File: src/stepper_config.svh
// Build sizing for the two-axis stepper motion controller
`ifndef STEPPER_CONFIG_SVH
`define STEPPER_CONFIG_SVH

// Number of step/dir/enable channels
`define MOTOR_COUNT 2

// Moves held per motor queue
`define QUEUE_DEPTH 4

// SPI word width in bits
`define WORD_BITS 64

// Core reset is held until this counter saturates
`define RESET_STRETCH_BITS 8

`endif

File: src/stepper_pkg.sv
// Opcode, move record and status reply types for the stepper controller
`include "stepper_config.svh"

package stepper_pkg;

  localparam int MOTOR_BITS = (`MOTOR_COUNT > 1) ? $clog2(`MOTOR_COUNT) : 1;
  localparam int LEVEL_BITS = $clog2(`QUEUE_DEPTH) + 1;  // Counts 0..QUEUE_DEPTH
  localparam int STATUS_PAD_BITS = `WORD_BITS - 8 - `MOTOR_COUNT - 3
                                   - `MOTOR_COUNT * LEVEL_BITS;
  localparam logic [7:0] STATUS_SIGNATURE = 8'hA5;

  // Command code in word bits 63..56
  typedef enum logic [7:0] {
    OP_NOP    = 8'h00,
    OP_MOVE   = 8'h01,
    OP_STATUS = 8'h02,
    OP_ENABLE = 8'h03
  } opcode_e;

  typedef struct packed {
    logic        dir;
    logic [15:0] steps;
    logic [15:0] duration;  // Clock cycles
  } move_t;

  typedef struct packed {
    logic [7:0]                          signature;
    logic [STATUS_PAD_BITS-1:0]          pad;
    logic [`MOTOR_COUNT-1:0]             enable_mask;
    logic                                overflow;
    logic                                buffer_dtr;
    logic                                move_done;
    logic [`MOTOR_COUNT*LEVEL_BITS-1:0]  queue_level;  // Motor 0 in the low bits
  } status_t;

endpackage

File: src/command_decoder.sv
// Command decoder that queues moves, holds the enable mask and builds status replies
`timescale 1ns/10ps
`include "stepper_config.svh"

module command_decoder
  import stepper_pkg::*;
(
  input  logic                                buffered_clk,
  input  logic                                resetn,
  input  logic                                halt,
  input  logic [`WORD_BITS-1:0]               word_rx,
  input  logic                                word_valid,
  input  logic                                wr_ack,
  input  logic                                wr_dropped,
  input  logic [`MOTOR_COUNT*LEVEL_BITS-1:0]  queue_level,
  input  logic [`MOTOR_COUNT-1:0]             idle,
  output logic                                wr_req,
  output logic [MOTOR_BITS-1:0]               wr_motor,
  output move_t                               wr_move,
  output status_t                             word_tx,
  output logic [`MOTOR_COUNT-1:0]             enable_mask,
  output logic                                buffer_dtr,
  output logic                                move_done
);

  typedef enum logic [1:0] {WR_IDLE, WR_REQ, WR_RELEASE} wr_state_e;

  wr_state_e  wr_state;
  opcode_e    opcode;
  logic [7:0] motor_idx;
  logic       move_ok;
  logic       overflow;  // Sticky until the next STATUS
  logic       all_free;
  logic       all_empty;
  status_t    snapshot;

  assign opcode    = opcode_e'(word_rx[63:56]);
  assign motor_idx = word_rx[55:48];
  assign move_ok   = (motor_idx < 8'(`MOTOR_COUNT)) && !halt && (wr_state == WR_IDLE);

  always_comb begin
    all_free  = 1'b1;
    all_empty = 1'b1;
    for (int m = 0; m < `MOTOR_COUNT; m++) begin
      if (queue_level[m*LEVEL_BITS +: LEVEL_BITS] >= LEVEL_BITS'(`QUEUE_DEPTH))
        all_free = 1'b0;
      if (queue_level[m*LEVEL_BITS +: LEVEL_BITS] != '0)
        all_empty = 1'b0;
    end
  end

  always_comb begin
    snapshot             = '0;
    snapshot.signature   = STATUS_SIGNATURE;
    snapshot.enable_mask = enable_mask;
    snapshot.overflow    = overflow;
    snapshot.buffer_dtr  = buffer_dtr;
    snapshot.move_done   = move_done;
    snapshot.queue_level = queue_level;
  end

  always_ff @(posedge buffered_clk) begin
    if (!resetn) begin
      wr_state    <= WR_IDLE;
      wr_req      <= 1'b0;
      enable_mask <= '0;
      overflow    <= 1'b0;
      word_tx     <= '0;
      buffer_dtr  <= 1'b0;
      move_done   <= 1'b0;
    end else begin
      buffer_dtr <= all_free && (wr_state == WR_IDLE) && !wr_req;
      move_done  <= all_empty && (&idle);
      if (word_valid) begin
        case (opcode)
          OP_MOVE: begin
            if (move_ok) begin
              wr_req   <= 1'b1;
              wr_state <= WR_REQ;
            end
          end
          OP_ENABLE: enable_mask <= word_rx[`MOTOR_COUNT-1:0];
          OP_STATUS: begin
            word_tx  <= snapshot;  // Shifted out with the next word
            overflow <= 1'b0;
          end
          default: ;
        endcase
      end
      // Four-phase write toward the move store
      case (wr_state)
        WR_REQ: begin
          if (wr_ack) begin
            wr_req   <= 1'b0;
            wr_state <= WR_RELEASE;
            if (wr_dropped)
              overflow <= 1'b1;  // Queue was full
          end
        end
        WR_RELEASE: begin
          if (!wr_ack)
            wr_state <= WR_IDLE;
        end
        default: ;
      endcase
    end
  end

  always_ff @(posedge buffered_clk) begin
    if (word_valid && opcode == OP_MOVE && move_ok) begin
      wr_motor         <= motor_idx[MOTOR_BITS-1:0];
      wr_move.dir      <= word_rx[47];
      wr_move.steps    <= word_rx[31:16];
      wr_move.duration <= word_rx[15:0];
    end
  end

endmodule

File: src/move_store.sv
// Shared move memory with per-motor rings behind a round-robin four-phase arbiter
`timescale 1ns/10ps
`include "stepper_config.svh"

module move_store
  import stepper_pkg::*;
(
  input  logic                                buffered_clk,
  input  logic                                resetn,
  input  logic                                flush,
  input  logic                                wr_req,
  input  logic [MOTOR_BITS-1:0]               wr_motor,
  input  move_t                               wr_move,
  output logic                                wr_ack,
  output logic                                wr_dropped,
  input  logic [`MOTOR_COUNT-1:0]             rd_req,
  output logic [`MOTOR_COUNT-1:0]             rd_ack,
  output move_t                               rd_move,
  output logic [`MOTOR_COUNT*LEVEL_BITS-1:0]  queue_level
);

  localparam int REQ_COUNT  = `MOTOR_COUNT + 1;  // Readers, then the writer
  localparam int WR_PORT    = `MOTOR_COUNT;
  localparam int GRANT_BITS = $clog2(REQ_COUNT);
  localparam int PTR_BITS   = $clog2(`QUEUE_DEPTH);
  localparam int ADDR_BITS  = $clog2(`MOTOR_COUNT * `QUEUE_DEPTH);

  typedef enum logic [1:0] {ARB_IDLE, ARB_SERVE, ARB_RELEASE} arb_state_e;

  move_t                  mem [`MOTOR_COUNT*`QUEUE_DEPTH];
  logic [PTR_BITS-1:0]    head [`MOTOR_COUNT];
  logic [PTR_BITS-1:0]    tail [`MOTOR_COUNT];
  logic [LEVEL_BITS-1:0]  level [`MOTOR_COUNT];
  arb_state_e             state;
  logic [REQ_COUNT-1:0]   req;
  logic [REQ_COUNT-1:0]   eligible;
  logic [REQ_COUNT-1:0]   ack;
  logic [GRANT_BITS-1:0]  grant;  // Also the last one served
  logic [GRANT_BITS-1:0]  pick;
  logic                   pick_valid;
  logic                   serve_write;
  logic [MOTOR_BITS-1:0]  serve_motor;
  logic                   serve_full;
  logic                   do_write;
  logic                   do_read;
  logic [ADDR_BITS-1:0]   addr;

  assign req    = {wr_req, rd_req};
  assign rd_ack = ack[`MOTOR_COUNT-1:0];
  assign wr_ack = ack[WR_PORT];

  // Reads wait until their queue holds an entry
  always_comb begin
    for (int m = 0; m < `MOTOR_COUNT; m++) begin
      eligible[m] = rd_req[m] && (level[m] != '0) && !flush;
      queue_level[m*LEVEL_BITS +: LEVEL_BITS] = level[m];
    end
    eligible[WR_PORT] = wr_req;
  end

  // First eligible requester after the last one served
  always_comb begin
    int idx;
    pick       = grant;
    pick_valid = 1'b0;
    for (int k = 1; k <= REQ_COUNT; k++) begin
      idx = int'(grant) + k;
      if (idx >= REQ_COUNT)
        idx = idx - REQ_COUNT;
      if (!pick_valid && eligible[idx]) begin
        pick       = GRANT_BITS'(idx);
        pick_valid = 1'b1;
      end
    end
  end

  assign serve_write = (grant == GRANT_BITS'(WR_PORT));
  assign serve_motor = serve_write ? wr_motor : grant[MOTOR_BITS-1:0];
  assign serve_full  = (level[serve_motor] == LEVEL_BITS'(`QUEUE_DEPTH));
  assign do_write    = (state == ARB_SERVE) && serve_write && !flush && !serve_full;
  assign do_read     = (state == ARB_SERVE) && !serve_write && (level[serve_motor] != '0);
  assign addr = ADDR_BITS'(serve_motor) * ADDR_BITS'(`QUEUE_DEPTH)
              + ADDR_BITS'(serve_write ? tail[serve_motor] : head[serve_motor]);

  always_ff @(posedge buffered_clk) begin
    if (!resetn) begin
      state      <= ARB_IDLE;
      grant      <= '0;
      ack        <= '0;
      wr_dropped <= 1'b0;
      for (int m = 0; m < `MOTOR_COUNT; m++) begin
        head[m]  <= '0;
        tail[m]  <= '0;
        level[m] <= '0;
      end
    end else begin
      case (state)
        ARB_IDLE: begin
          if (pick_valid) begin
            grant <= pick;
            state <= ARB_SERVE;
          end
        end
        ARB_SERVE: begin
          ack[grant] <= 1'b1;
          state      <= ARB_RELEASE;
          if (serve_write)
            wr_dropped <= serve_full && !flush;  // Acked but not stored
          if (do_write) begin
            tail[serve_motor]  <= tail[serve_motor] + 1'b1;
            level[serve_motor] <= level[serve_motor] + 1'b1;
          end
          if (do_read) begin
            head[serve_motor]  <= head[serve_motor] + 1'b1;
            level[serve_motor] <= level[serve_motor] - 1'b1;
          end
        end
        ARB_RELEASE: begin
          if (!req[grant]) begin
            ack   <= '0;
            state <= ARB_IDLE;
          end
        end
        default: state <= ARB_IDLE;
      endcase
      if (flush) begin
        for (int m = 0; m < `MOTOR_COUNT; m++) begin
          head[m]  <= '0;
          tail[m]  <= '0;
          level[m] <= '0;
        end
      end
    end
  end

  always_ff @(posedge buffered_clk) begin
    if (do_write)
      mem[addr] <= wr_move;
    if (do_read)
      rd_move <= mem[addr];  // Held while ack is high
  end

endmodule

File: src/spi_word.sv
// SPI mode-0 target that assembles received words and shifts out reply words
`timescale 1ns/10ps
`include "stepper_config.svh"

module spi_word (
  input  logic                   buffered_clk,
  input  logic                   resetn,
  input  logic                   sck,
  input  logic                   cs_n,
  input  logic                   copi,
  input  logic [`WORD_BITS-1:0]  word_tx,
  output logic                   cipo,
  output logic [`WORD_BITS-1:0]  word_rx,
  output logic                   word_valid
);

  localparam int COUNT_BITS = $clog2(`WORD_BITS);
  localparam logic [COUNT_BITS-1:0] LAST_BIT = COUNT_BITS'(`WORD_BITS - 1);

  logic [2:0]             sck_sync;  // Two sync stages plus edge history
  logic [2:0]             cs_sync;
  logic [1:0]             copi_sync;
  logic                   selected;
  logic                   sck_rise;
  logic                   sck_fall;
  logic                   cs_start;
  logic [COUNT_BITS-1:0]  bit_count;
  logic [`WORD_BITS-1:0]  rx_shift;
  logic [`WORD_BITS-1:0]  tx_shift;

  always_ff @(posedge buffered_clk) begin
    if (!resetn) begin
      sck_sync  <= '0;
      cs_sync   <= '1;
      copi_sync <= '0;
    end else begin
      sck_sync  <= {sck_sync[1:0], sck};
      cs_sync   <= {cs_sync[1:0], cs_n};
      copi_sync <= {copi_sync[0], copi};
    end
  end

  assign selected = !cs_sync[1];
  assign sck_rise = selected && sck_sync[1] && !sck_sync[2];
  assign sck_fall = selected && !sck_sync[1] && sck_sync[2];
  assign cs_start = !cs_sync[1] && cs_sync[2];  // Falling chip select

  always_ff @(posedge buffered_clk) begin
    if (!resetn) begin
      bit_count  <= '0;
      word_valid <= 1'b0;
    end else begin
      word_valid <= 1'b0;
      if (!selected) begin
        bit_count <= '0;
      end else if (sck_rise) begin
        bit_count  <= bit_count + 1'b1;  // Wraps to zero after the last bit
        word_valid <= (bit_count == LAST_BIT);
      end
    end
  end

  // MSB first
  always_ff @(posedge buffered_clk) begin
    if (sck_rise) begin
      rx_shift <= {rx_shift[`WORD_BITS-2:0], copi_sync[1]};
      if (bit_count == LAST_BIT)
        word_rx <= {rx_shift[`WORD_BITS-2:0], copi_sync[1]};
    end
  end

  // Reply changes on falling SCK so the host samples it on the next rise
  always_ff @(posedge buffered_clk) begin
    if (!resetn) begin
      tx_shift <= '0;
    end else if (cs_start) begin
      tx_shift <= word_tx;
    end else if (sck_fall) begin
      if (bit_count == '0)
        tx_shift <= word_tx;  // Back-to-back word boundary
      else
        tx_shift <= {tx_shift[`WORD_BITS-2:0], 1'b0};
    end
  end

  assign cipo = tx_shift[`WORD_BITS-1];

endmodule

File: src/step_generator.sv
// Per-motor engine that fetches moves and spreads their steps with a DDA accumulator
`timescale 1ns/10ps
`include "stepper_config.svh"

module step_generator
  import stepper_pkg::*;
(
  input  logic   buffered_clk,
  input  logic   resetn,
  input  logic   halt,
  input  logic   enable,
  output logic   rd_req,
  input  logic   rd_ack,
  input  move_t  rd_move,
  output logic   step,
  output logic   dir,
  output logic   idle
);

  typedef enum logic [2:0] {
    GEN_IDLE,
    GEN_FETCH,
    GEN_CANCEL1,  // Request withdrawn, a grant may still be in flight
    GEN_CANCEL2,
    GEN_RELEASE,
    GEN_RUN
  } gen_state_e;

  gen_state_e   state;
  logic [15:0]  steps_q;
  logic [15:0]  duration_q;
  logic [15:0]  cycles_left;
  logic [16:0]  acc;
  logic [16:0]  acc_sum;
  logic         step_q;
  logic         take_move;

  assign take_move = rd_ack && (state inside {GEN_FETCH, GEN_CANCEL1, GEN_CANCEL2});
  assign acc_sum   = acc + {1'b0, steps_q};
  assign step      = step_q && !halt;
  assign idle      = !rd_ack && (state inside {GEN_IDLE, GEN_FETCH, GEN_CANCEL1, GEN_CANCEL2});

  always_ff @(posedge buffered_clk) begin
    if (!resetn) begin
      state       <= GEN_IDLE;
      rd_req      <= 1'b0;
      step_q      <= 1'b0;
      dir         <= 1'b0;
      acc         <= '0;
      cycles_left <= '0;
    end else begin
      step_q <= 1'b0;
      if (take_move) begin
        rd_req <= 1'b0;
        dir    <= rd_move.dir;  // Settles before the first pulse
        state  <= GEN_RELEASE;
      end else begin
        case (state)
          GEN_IDLE: begin
            if (enable && !halt && !rd_ack) begin
              rd_req <= 1'b1;
              state  <= GEN_FETCH;
            end
          end
          GEN_FETCH: begin
            if (!enable) begin
              rd_req <= 1'b0;
              state  <= GEN_CANCEL1;
            end
          end
          GEN_CANCEL1: state <= GEN_CANCEL2;
          GEN_CANCEL2: state <= GEN_IDLE;
          GEN_RELEASE: begin
            if (!rd_ack) begin
              acc         <= '0;
              cycles_left <= duration_q;
              state       <= (duration_q == '0) ? GEN_IDLE : GEN_RUN;
            end
          end
          GEN_RUN: begin
            if (enable) begin  // Frozen while disabled
              if (acc_sum >= {1'b0, duration_q}) begin
                step_q <= 1'b1;
                acc    <= acc_sum - {1'b0, duration_q};
              end else begin
                acc <= acc_sum;
              end
              cycles_left <= cycles_left - 1'b1;
              if (cycles_left == 16'd1)
                state <= GEN_IDLE;
            end
          end
          default: state <= GEN_IDLE;
        endcase
      end
      if (halt) begin
        state  <= GEN_IDLE;
        rd_req <= 1'b0;
        step_q <= 1'b0;
      end
    end
  end

  always_ff @(posedge buffered_clk) begin
    if (take_move) begin
      steps_q    <= rd_move.steps;
      duration_q <= rd_move.duration;
    end
  end

endmodule

File: src/stepper_core.sv
// Two-axis stepper controller top with SPI command link and stretched core reset
`timescale 1ns/10ps
`include "stepper_config.svh"

module stepper_core
  import stepper_pkg::*;
(
  input  logic                     clk,
  input  logic                     resetn,
  input  logic                     sck,
  input  logic                     cs_n,
  input  logic                     copi,
  input  logic                     halt,
  output logic                     cipo,
  output logic [`MOTOR_COUNT-1:0]  step,
  output logic [`MOTOR_COUNT-1:0]  dir,
  output logic [`MOTOR_COUNT-1:0]  enable,
  output logic                     buffer_dtr,
  output logic                     move_done
);

  logic                                buffered_clk;
  logic [`RESET_STRETCH_BITS-1:0]      reset_count;
  logic                                core_resetn;
  logic [`WORD_BITS-1:0]               word_rx;
  logic                                word_valid;
  status_t                             word_tx;
  logic                                wr_req;
  logic                                wr_ack;
  logic                                wr_dropped;
  logic [MOTOR_BITS-1:0]               wr_motor;
  move_t                               wr_move;
  move_t                               rd_move;
  logic [`MOTOR_COUNT-1:0]             rd_req;
  logic [`MOTOR_COUNT-1:0]             rd_ack;
  logic [`MOTOR_COUNT-1:0]             idle;
  logic [`MOTOR_COUNT*LEVEL_BITS-1:0]  queue_level;

  assign buffered_clk = clk;

  // Core leaves reset once the counter saturates
  assign core_resetn = &reset_count;

  always_ff @(posedge buffered_clk) begin
    if (!resetn)
      reset_count <= '0;
    else if (!core_resetn)
      reset_count <= reset_count + 1'b1;
  end

  spi_word u_spi (
    .buffered_clk (buffered_clk),
    .resetn       (core_resetn),
    .sck          (sck),
    .cs_n         (cs_n),
    .copi         (copi),
    .word_tx      (word_tx),
    .cipo         (cipo),
    .word_rx      (word_rx),
    .word_valid   (word_valid)
  );

  command_decoder u_decoder (
    .buffered_clk (buffered_clk),
    .resetn       (core_resetn),
    .halt         (halt),
    .word_rx      (word_rx),
    .word_valid   (word_valid),
    .wr_ack       (wr_ack),
    .wr_dropped   (wr_dropped),
    .queue_level  (queue_level),
    .idle         (idle),
    .wr_req       (wr_req),
    .wr_motor     (wr_motor),
    .wr_move      (wr_move),
    .word_tx      (word_tx),
    .enable_mask  (enable),
    .buffer_dtr   (buffer_dtr),
    .move_done    (move_done)
  );

  move_store u_store (
    .buffered_clk (buffered_clk),
    .resetn       (core_resetn),
    .flush        (halt),
    .wr_req       (wr_req),
    .wr_motor     (wr_motor),
    .wr_move      (wr_move),
    .wr_ack       (wr_ack),
    .wr_dropped   (wr_dropped),
    .rd_req       (rd_req),
    .rd_ack       (rd_ack),
    .rd_move      (rd_move),
    .queue_level  (queue_level)
  );

  for (genvar i = 0; i < `MOTOR_COUNT; i++) begin : g_motor
    step_generator u_gen (
      .buffered_clk (buffered_clk),
      .resetn       (core_resetn),
      .halt         (halt),
      .enable       (enable[i]),
      .rd_req       (rd_req[i]),
      .rd_ack       (rd_ack[i]),
      .rd_move      (rd_move),  // Shared, qualified by this motor's ack
      .step         (step[i]),
      .dir          (dir[i]),
      .idle         (idle[i])
    );
  end

endmodule

File: config.mk
export PLATFORM = sky130hd
export DESIGN_NAME = stepper_core
export DESIGN_NICKNAME = d
export VERILOG_FILES = /design/src/stepper_pkg.sv /design/src/command_decoder.sv /design/src/move_store.sv /design/src/spi_word.sv /design/src/step_generator.sv /design/src/stepper_core.sv
export VERILOG_INCLUDE_DIRS = /design/src
export SDC_FILE = /design/constraint.sdc
export NUM_CORES = 1
export LEC_CHECK = 0
export ABC_AREA = 1
export BUFFER_PORTS_ARGS = -buffer_cell sky130_fd_sc_hd__buf_4
export CORE_UTILIZATION = 47
export DETAILED_ROUTE_END_ITERATION = 12
export SETUP_SLACK_MARGIN = 0.15
export SLEW_MARGIN = 20
export SYNTH_ARGS = -nofsm -noshare
export SYNTH_HDL_FRONTEND = slang
export SYNTH_SLANG_ARGS = --single-unit
File: constraint.sdc
create_clock -name clk -period 8.9 [get_ports clk]
set_input_delay 1.78 -clock clk [delete_from_list [all_inputs] [get_ports clk]]
set_output_delay 1.78 -clock clk [all_outputs]
set_load 0.05 [all_outputs]
==> results of run 1 <==
[metal layers]
layer	part of all wire (%)	vias up	wire (microns)
met5	0	-	0
met4	2.5	0	1830
met3	4.9	120	3570
met2	46	524	33800
met1	46	10400	33600
li1	-	10800	-
[worst max-delay path, cell delays in order, from the launching register on]
cell and delay [ps]:
dfxtp_1 490, inv_1 180, ha_1 330, inv_2 130, nand2_1 80, nand2_2 330, buf_4 480, nand2_1 100
nand2_1 130, nand2_1 100, o21ai_4 70, buf_4 540, nand3_4 320, nor2_4 720, buf_4 360
[final cells by class]
type	instances	area [sq um]
clock buffer	99	2050
clock inverter	36	473
fill	5777	31000
inverter	379	1430
multi-input combinational	1962	10000
sequential	714	19500
tap	864	1080
timing repair buffer	48	425
[metrics by stage]
stage / power [uW] / hold WS [ps] / area (sq um)
floorplan: 3600 / 393 / 31500
global placement: 3600 / 394 / 32400
detailed placement: 3600 / 405 / 32400
CTS: 6790 / 417 / 35000
global route: 6930 / 421 / 35000
finish: 6720 / 416 / 35000
[power by group through the flow]
stage	Sequential, uW	Combinational [uW]	Clock [uW]
5_1_grt	3520	7.26	3400
3_3_place_gp	3590	6.30	0
6_report	3520	6.28	3190
4_1_cts	3520	6.44	3260
3_5_place_dp	3590	6.36	0
2_1_floorplan	3590	2.88	0
[sequential cells by signal, summed over array words and instances, names as in the netlist, 3 cells and up]
signal,flops
g_motor.u_gen.duration_q,32
u_store.level,6
u_spi.cs_sync,3
u_store.head,4
u_store.mem,264
u_decoder.wr_move,33
u_spi.rx_shift,63
u_decoder.word_tx,12
u_spi.sck_sync,3
g_motor.u_gen.acc,34
u_spi.word_rx,49
g_motor.u_gen.steps_q,32
g_motor.u_gen.state,6
u_spi.bit_count,6
g_motor.u_gen.cycles_left,32
reset_count,8
u_store.ack,3
u_spi.tx_shift,64
u_store.tail,4
u_store.rd_move,33
[cells by family (layout without fill, tap and decap cells)]
group,Yosys count,in the layout,synth area share [%]
adders and majority gates,84,84,3.46
DFF,714,714,62.0
xor gates and xnor gates,53,53,1.48
buffers and inverters,495,562,6.42
muxes,7,7,0.223
and+or+nand+nor,1277,1277,17.2
AOI/OAI and AO/OA,541,541,9.21
[cells in the mapped netlist, types with 12 or more instances]
master / instances / area share, %
nand2_1: 774 / 9.2
edfxtp_1: 521 / 50
inv_1: 368 / 4.4
a21oi_1: 316 / 5.0
dfxtp_1: 193 / 12
nor2_1: 187 / 2.2
nand3_1: 168 / 2.7
o21ai_0: 98 / 1.6
ha_1: 79 / 3.1
clkbuf_1: 63 / 0.75
nand4_1: 59 / 1.2
o22ai_1: 44 / 0.87
o21ai_1: 35 / 0.56
nor3_1: 30 / 0.48
xor2_1: 28 / 0.78
xnor2_1: 25 / 0.70
buf_2: 22 / 0.35
buf_4: 22 / 0.52
nor4_1: 12 / 0.24
[worst paths after layout]
kind | start | endpoint | cells after the start
worst max register to register | u_store.grant[0] | u_store.mem[6][31] | 14
worst max-delay path | u_store.grant[0] | u_store.mem[6][31] | 14
worst min register to register | u_spi.rx_shift[62] | u_spi.word_rx[63] | 0
worst min-delay path | u_spi.rx_shift[62] | u_spi.word_rx[63] | 0
==> out/qor.txt, run 1 <==
outcome - finished with violations
failing checks - DRC
gr busiest metal - met2
DRT Pass-1 Iters - 9
share of post-route cells with drive strength above 1 - 6.64%
Unique masters post-synth - 51
Nets - 3271
commonest non-fill, non-tap cell in the layout - nand2_1
die height - 261 microns
CTS Buf Count - 76
CTS tree - done
ys async rst share - 0%
Initial Util - 47.7%
number of global-route vias before repair - 21000
Worst Setup End Kind - flop
Avg WL per Cell - 17.7 microns
Sequential Power Share - 52.4%
# setup viols final - 0
Detailed Place HPWL - 49.9 mm
Hold Crit Class - reg2reg
Clk Latency, worst-skew pair - 610 ps
IO Count - 15
Sink Count - 714
initial antenna violation count - 0
Rows - 94
root buffer cell - clkbuf_16
Critical Path RT - 9190 ps
Yosys warnings - 0
fin worst setup slack - 4180 ps
Final Max Slew Viols - 0
GR Layer Usage met1 - 30.6%
largest net degree at the start of global routing - 81
Max Cap Viol - 0
global-route total usage across every layer - 21.7%
DRC - 3
most frequent cells in the layout - nand2_1, edfxtp_1, inv_1
Area Overhead vs Synth - 11.3%
Yosys reg bits - 714
Tmin final - 4720 ps
post-synthesis sequential area ratio - 62.0%
Clock power frac - 47.5%
RSZ-0062 raised after global routing - false
Max Buffers Root-to-Sink - 3
fraction of met3 tracks used by global routing - 2.86%
1st-iter DRT viols - 1913
core box area - 66000 sq um
die area - 68000 sq um
Clk pin slew, worst setup/hold paths - 60 ps
hold_buf cts - 0
setup TNS - 0 ps
Most used DFF post-synth - edfxtp_1
cells after synthesis - 3171
Mapped Area - 31500 sq um
Fin. Hold Viols - 0
Max Freq - 212 MHz
Setup CP Type - reg2reg
fin cells - 4102
gr ovfl total - 0
synthesized net count - 3261
Leakage Power - 0.0130 uW
CP Max Fanout - 49
worst slew pin tran - 852 ps
Sw Ratio - 18.9%
gpl congestion - 0.926
via count of the routed design - 21900
first-pass GRT wire length - 116 mm
vias per inst - 5.33
Final Skew - 14.7 ps
PD cells - 192 nW/um^2
startpoint class of the critical path - flop
dpl ws - 4190 ps
R2R Setup Slk - 4180 ps
antenna cell count - 0
# port buffers - 14
Post-CTS Setup Bufs - 0
CTS-repair resized insts - 0
Arrival @ worst endpoint - 5010 ps
slew margin rel. - 43.2%
maximum VDD drop - 0.154 mV
sw power - 1270 uW
routing usage on met2 - 34.8%
combinational cell fraction of total power - 0.1%
ANT nets after route - 0
Util after Layout - 53.0%
Die X - 261 microns
crit share post-route - 53.0%
final WL - 72.7 mm
placed cells - 3966
Post-synth EDFFs - 521
Int Pwr - 5450 uW
# H-tree levels - 3
average size of a mapped cell - 9.92 sq um
Note: power is estimated with default switching activity, not from simulation.
==> run 2, diff against run 1 <==
--- a/config.mk
+++ b/config.mk
@@ -6,7 +6,7 @@
 export SDC_FILE = /design/constraint.sdc
 export NUM_CORES = 1
 export LEC_CHECK = 0
-export ABC_AREA = 1
+export ABC_AREA = 0
 export BUFFER_PORTS_ARGS = -buffer_cell sky130_fd_sc_hd__buf_4
 export CORE_UTILIZATION = 47
 export DETAILED_ROUTE_END_ITERATION = 12
==> constraint.sdc (replaced) <==
create_clock -name clk -period 4.17 [get_ports clk]
set_input_delay 0.834 -clock clk [delete_from_list [all_inputs] [get_ports clk]]
set_output_delay 0.834 -clock clk [all_outputs]
set_load 0.05 [all_outputs]
==> out/qor.txt, run 2 <==
outcome - completed
Top Registers - u_store.mem (264), u_spi.tx_shift (64), u_spi.rx_shift (63)
Max Buffers Root-to-Sink - 3 (unchanged)
Critical Path RT - 4620 ps (-4570 ps)
core box area - 60600 sq um (-8.2%)
first-pass GRT wire length - 101 mm (-13%)
average size of a mapped cell - 13.1 sq um (+32%)
most instantiated library cell after synthesis - edfxtp_1
worst slew pin tran - 964 ps (+111 ps)
post-synthesis sequential area ratio - 67.5% (+5.5 points)
largest net degree at the start of global routing - 106 (+31%)
Largest Register - u_store.mem
dpl ws - -70.3 ps (-4260 ps)
crit share post-route - 97.2% (+44 points)
slowest stage cell, crit path - edfxtp_1
number of global-route vias before repair - 17800 (-15%)
maximum VDD drop - 0.352 mV (+130%)
Yosys warnings - 0 (unchanged)
initial antenna violation count - 0 (unchanged)
commonest non-fill, non-tap cell in the layout - edfxtp_1
# H-tree levels - 3 (unchanged)
Fin. Hold Viols - 0 (unchanged)
gr ovfl total - 0 (unchanged)
delay of the slowest critical-path stage - 400 ps (-320 ps)
cells after synthesis - 2215 (-30%)
root buffer cell - clkbuf_16
area fraction of the dominant cell type after synthesis - 54.1% (+4.4 points)
via count of the routed design - 18000 (-17%)
Yosys reg bits - 714 (unchanged)
final WL - 64.2 mm (-12%)
ranking of synthesized cells by area - edfxtp_1, dfxtp_1, a22oi_1, ha_1, nor2_1
most frequent cells in the layout - edfxtp_1, dfxtp_1, a22oi_1
crit-path cells - buf_4 > inv_2 > fa_2 > nor2b_4 > o31a_1 > nor2_2 > nor2_2 > nor2_1 > xnor2_2 > ha_2 > a21oi_1 > o21ai_1 > a21oi_4 > a211oi_2 > a31o_1 > nor3b_4 > buf_12 > mux2i_1 > o21ai_1
share of post-route cells with drive strength above 1 - 12.9% (+6.3 points)
die height - 250 microns (-4.1%)
Detailed Place HPWL - 39.0 mm (-22%)
Tmin final - 4050 ps (-664 ps)
# port buffers - 14 (unchanged)
cell taking the most area after synthesis - edfxtp_1
CTS Buf Count - 74 (-2.6%)
CP top delay family - compound AO/OA/AOI/OAI gates
Mapped Area - 28900 sq um (-8.1%)
PD cells - 417 nW/um^2 (+120%)
Post-synth EDFFs - 521 (unchanged)
Clk pin slew, worst setup/hold paths - 60 ps (about the same)
slew margin rel. - 35.7% (-7.4 points)
Area Overhead vs Synth - 15.3%
# setup viols final - 0 (unchanged)
Rows - 90 (-4.3%)
Largest register FFs - 264 (unchanged)
1st-iter DRT viols - 1479 (-23%)
startpoint class of the critical path - flop
Arrival @ worst endpoint - 4500 ps (-510 ps)
CP bufs+invs - 3 (-2)
DRC - 0 (-3)
IO Count - 15 (unchanged)
ANT nets after route - 0 (unchanged)
synthesized net count - 2305 (-29%)
Most used DFF post-synth - edfxtp_1
Max Freq - 247 MHz (+16%)
Leakage Power - 0.0108 uW (-16%)
Final Max Slew Viols - 0 (unchanged)
Die X - 250 microns (-4.1%)
ys async rst share - 0% (unchanged)
Sink Count - 714 (unchanged)
hold_buf cts - 0 (unchanged)
Nets - 2382 (-27%)
DRT Pass-1 Iters - 5 (-4)
global-route total usage across every layer - 20.5% (-1.2 points)
Final Skew - 71.7 ps (+57.1 ps)
Worst Setup End Kind - flop
Unique masters post-synth - 75 (+47%)
fin worst setup slack - 118 ps (-4070 ps)
commonest cells in the netlist - edfxtp_1, dfxtp_1, nor2_1
Util after Layout - 55.0% (+2.0 points)
# fillers - 4961 (-14%)
Initial Util - 47.7% (+0.048 points)
vias per inst - 5.76 (+8.1%)
Setup CP Type - reg2reg
Avg WL per Cell - 20.5 microns (+16%)
gpl congestion - 0.866 (-6.5%)
CTS tree - done
die area - 62500 sq um (-8.0%)
CP Max Fanout - 8 (-84%)
Hold Crit Class - in2reg
Max Cap Viol - 0 (unchanged)
Clk Latency, worst-skew pair - 640 ps (+30 ps)
RSZ-0062 raised after global routing - true
[run 2: changes by cell type after synthesis, moves of 50 or more]
cell     previous run  this run
o21ai_0            98        48
nand2_1           774       120
a21oi_1           316       113
mux2i_1             7        62
inv_1             368        74
a22oi_1             1       186
nand3_1           168        41
[run 2: path summary, 6_finish.rpt]
check / start / slack [ps] / cells past startpoint / end
max reg2reg: g_motor[1].u_gen.steps_q[1] / 120 / 19 / g_motor[1].u_gen.acc[9]
max: g_motor[1].u_gen.steps_q[1] / 120 / 19 / g_motor[1].u_gen.acc[9]
min: cs_n / 390 / 2 / u_spi.cs_sync[0]
min reg2reg: u_spi.cs_sync[0] / 410 / 1 / u_spi.cs_sync[1]
[run 2: cells by family (layout without fill, tap and decap cells)]
| logic type | Yosys count | in the layout | synth area share (%) |
|---|---|---|---|
| buffers and inverters | 177 | 311 | 2.45 |
| adder cells (fa/ha/maj) | 84 | 84 | 3.76 |
| AND/OR/NAND/NOR | 570 | 570 | 9.54 |
| flip-flops | 714 | 714 | 67.5 |
| XOR/XNOR | 69 | 69 | 2.09 |
| multiplexers | 64 | 64 | 2.22 |
| other | 0 | 1 | 0 |
| AO/OA/AOI/OAI | 537 | 537 | 12.5 |
[run 2: layer usage]
| metal | track usage (%) | up-vias | routed length (microns) |
|---|---|---|---|
| li1 | - | 8558 | - |
| met1 | 28.1 | 8922 | 28900 |
| met2 | 33.7 | 432 | 30800 |
| met3 | 2.95 | 125 | 2890 |
| met4 | 6.75 | 0 | 1640 |
| met5 | 0 | - | 0 |
[run 2: what timing repair did]
| item | in CTS | in global routing |
|---|---|---|
| buffers inserted | 19 | 8 |
| gates cloned | 2 | 0 |
| pin swaps | 36 | 26 |
| setup endpoints to repair | 34 | 35 |
| gates resized for setup | 43 | 41 |
[run 2: metrics by stage]
stage | TNS, ps | hold slack [ps] | instance area, sq um | instances | power [uW]
final | 0 | 386 | 33300 | 3132 | 13900
after global routing | -134 | 378 | 33300 | 3131 | 14300
after detailed placement | -751 | 400 | 30300 | 2969 | 7680
after global placement | -132 | 391 | 30300 | 2969 | 7680
after floorplan | -115390 | 386 | 29000 | 2215 | 7680
after CTS | 0 | 348 | 33000 | 3123 | 14000
[run 2: where the power goes]
group          switching, uW  total, uW  leakage (uW)  internal, uW
clock network           2770       6360       0.00115          3590
registers               1.89       7520       0.00571          7520
logic                   5.11       11.1       0.00396          6.01
total                   2780      13900        0.0108         11100
[run 2: area by class of cell]
cell class	count	area, sq um	area share [%]
inverters	77	289	0.867
clock inverters	37	337	1.01
flip-flops and latches	714	19500	58.5
well taps	782	978	2.94
repair buffers	101	956	2.87
multi-input cells	1324	9240	27.7
diodes	1	2.50	0.00751
clock buffers	96	2020	6.06
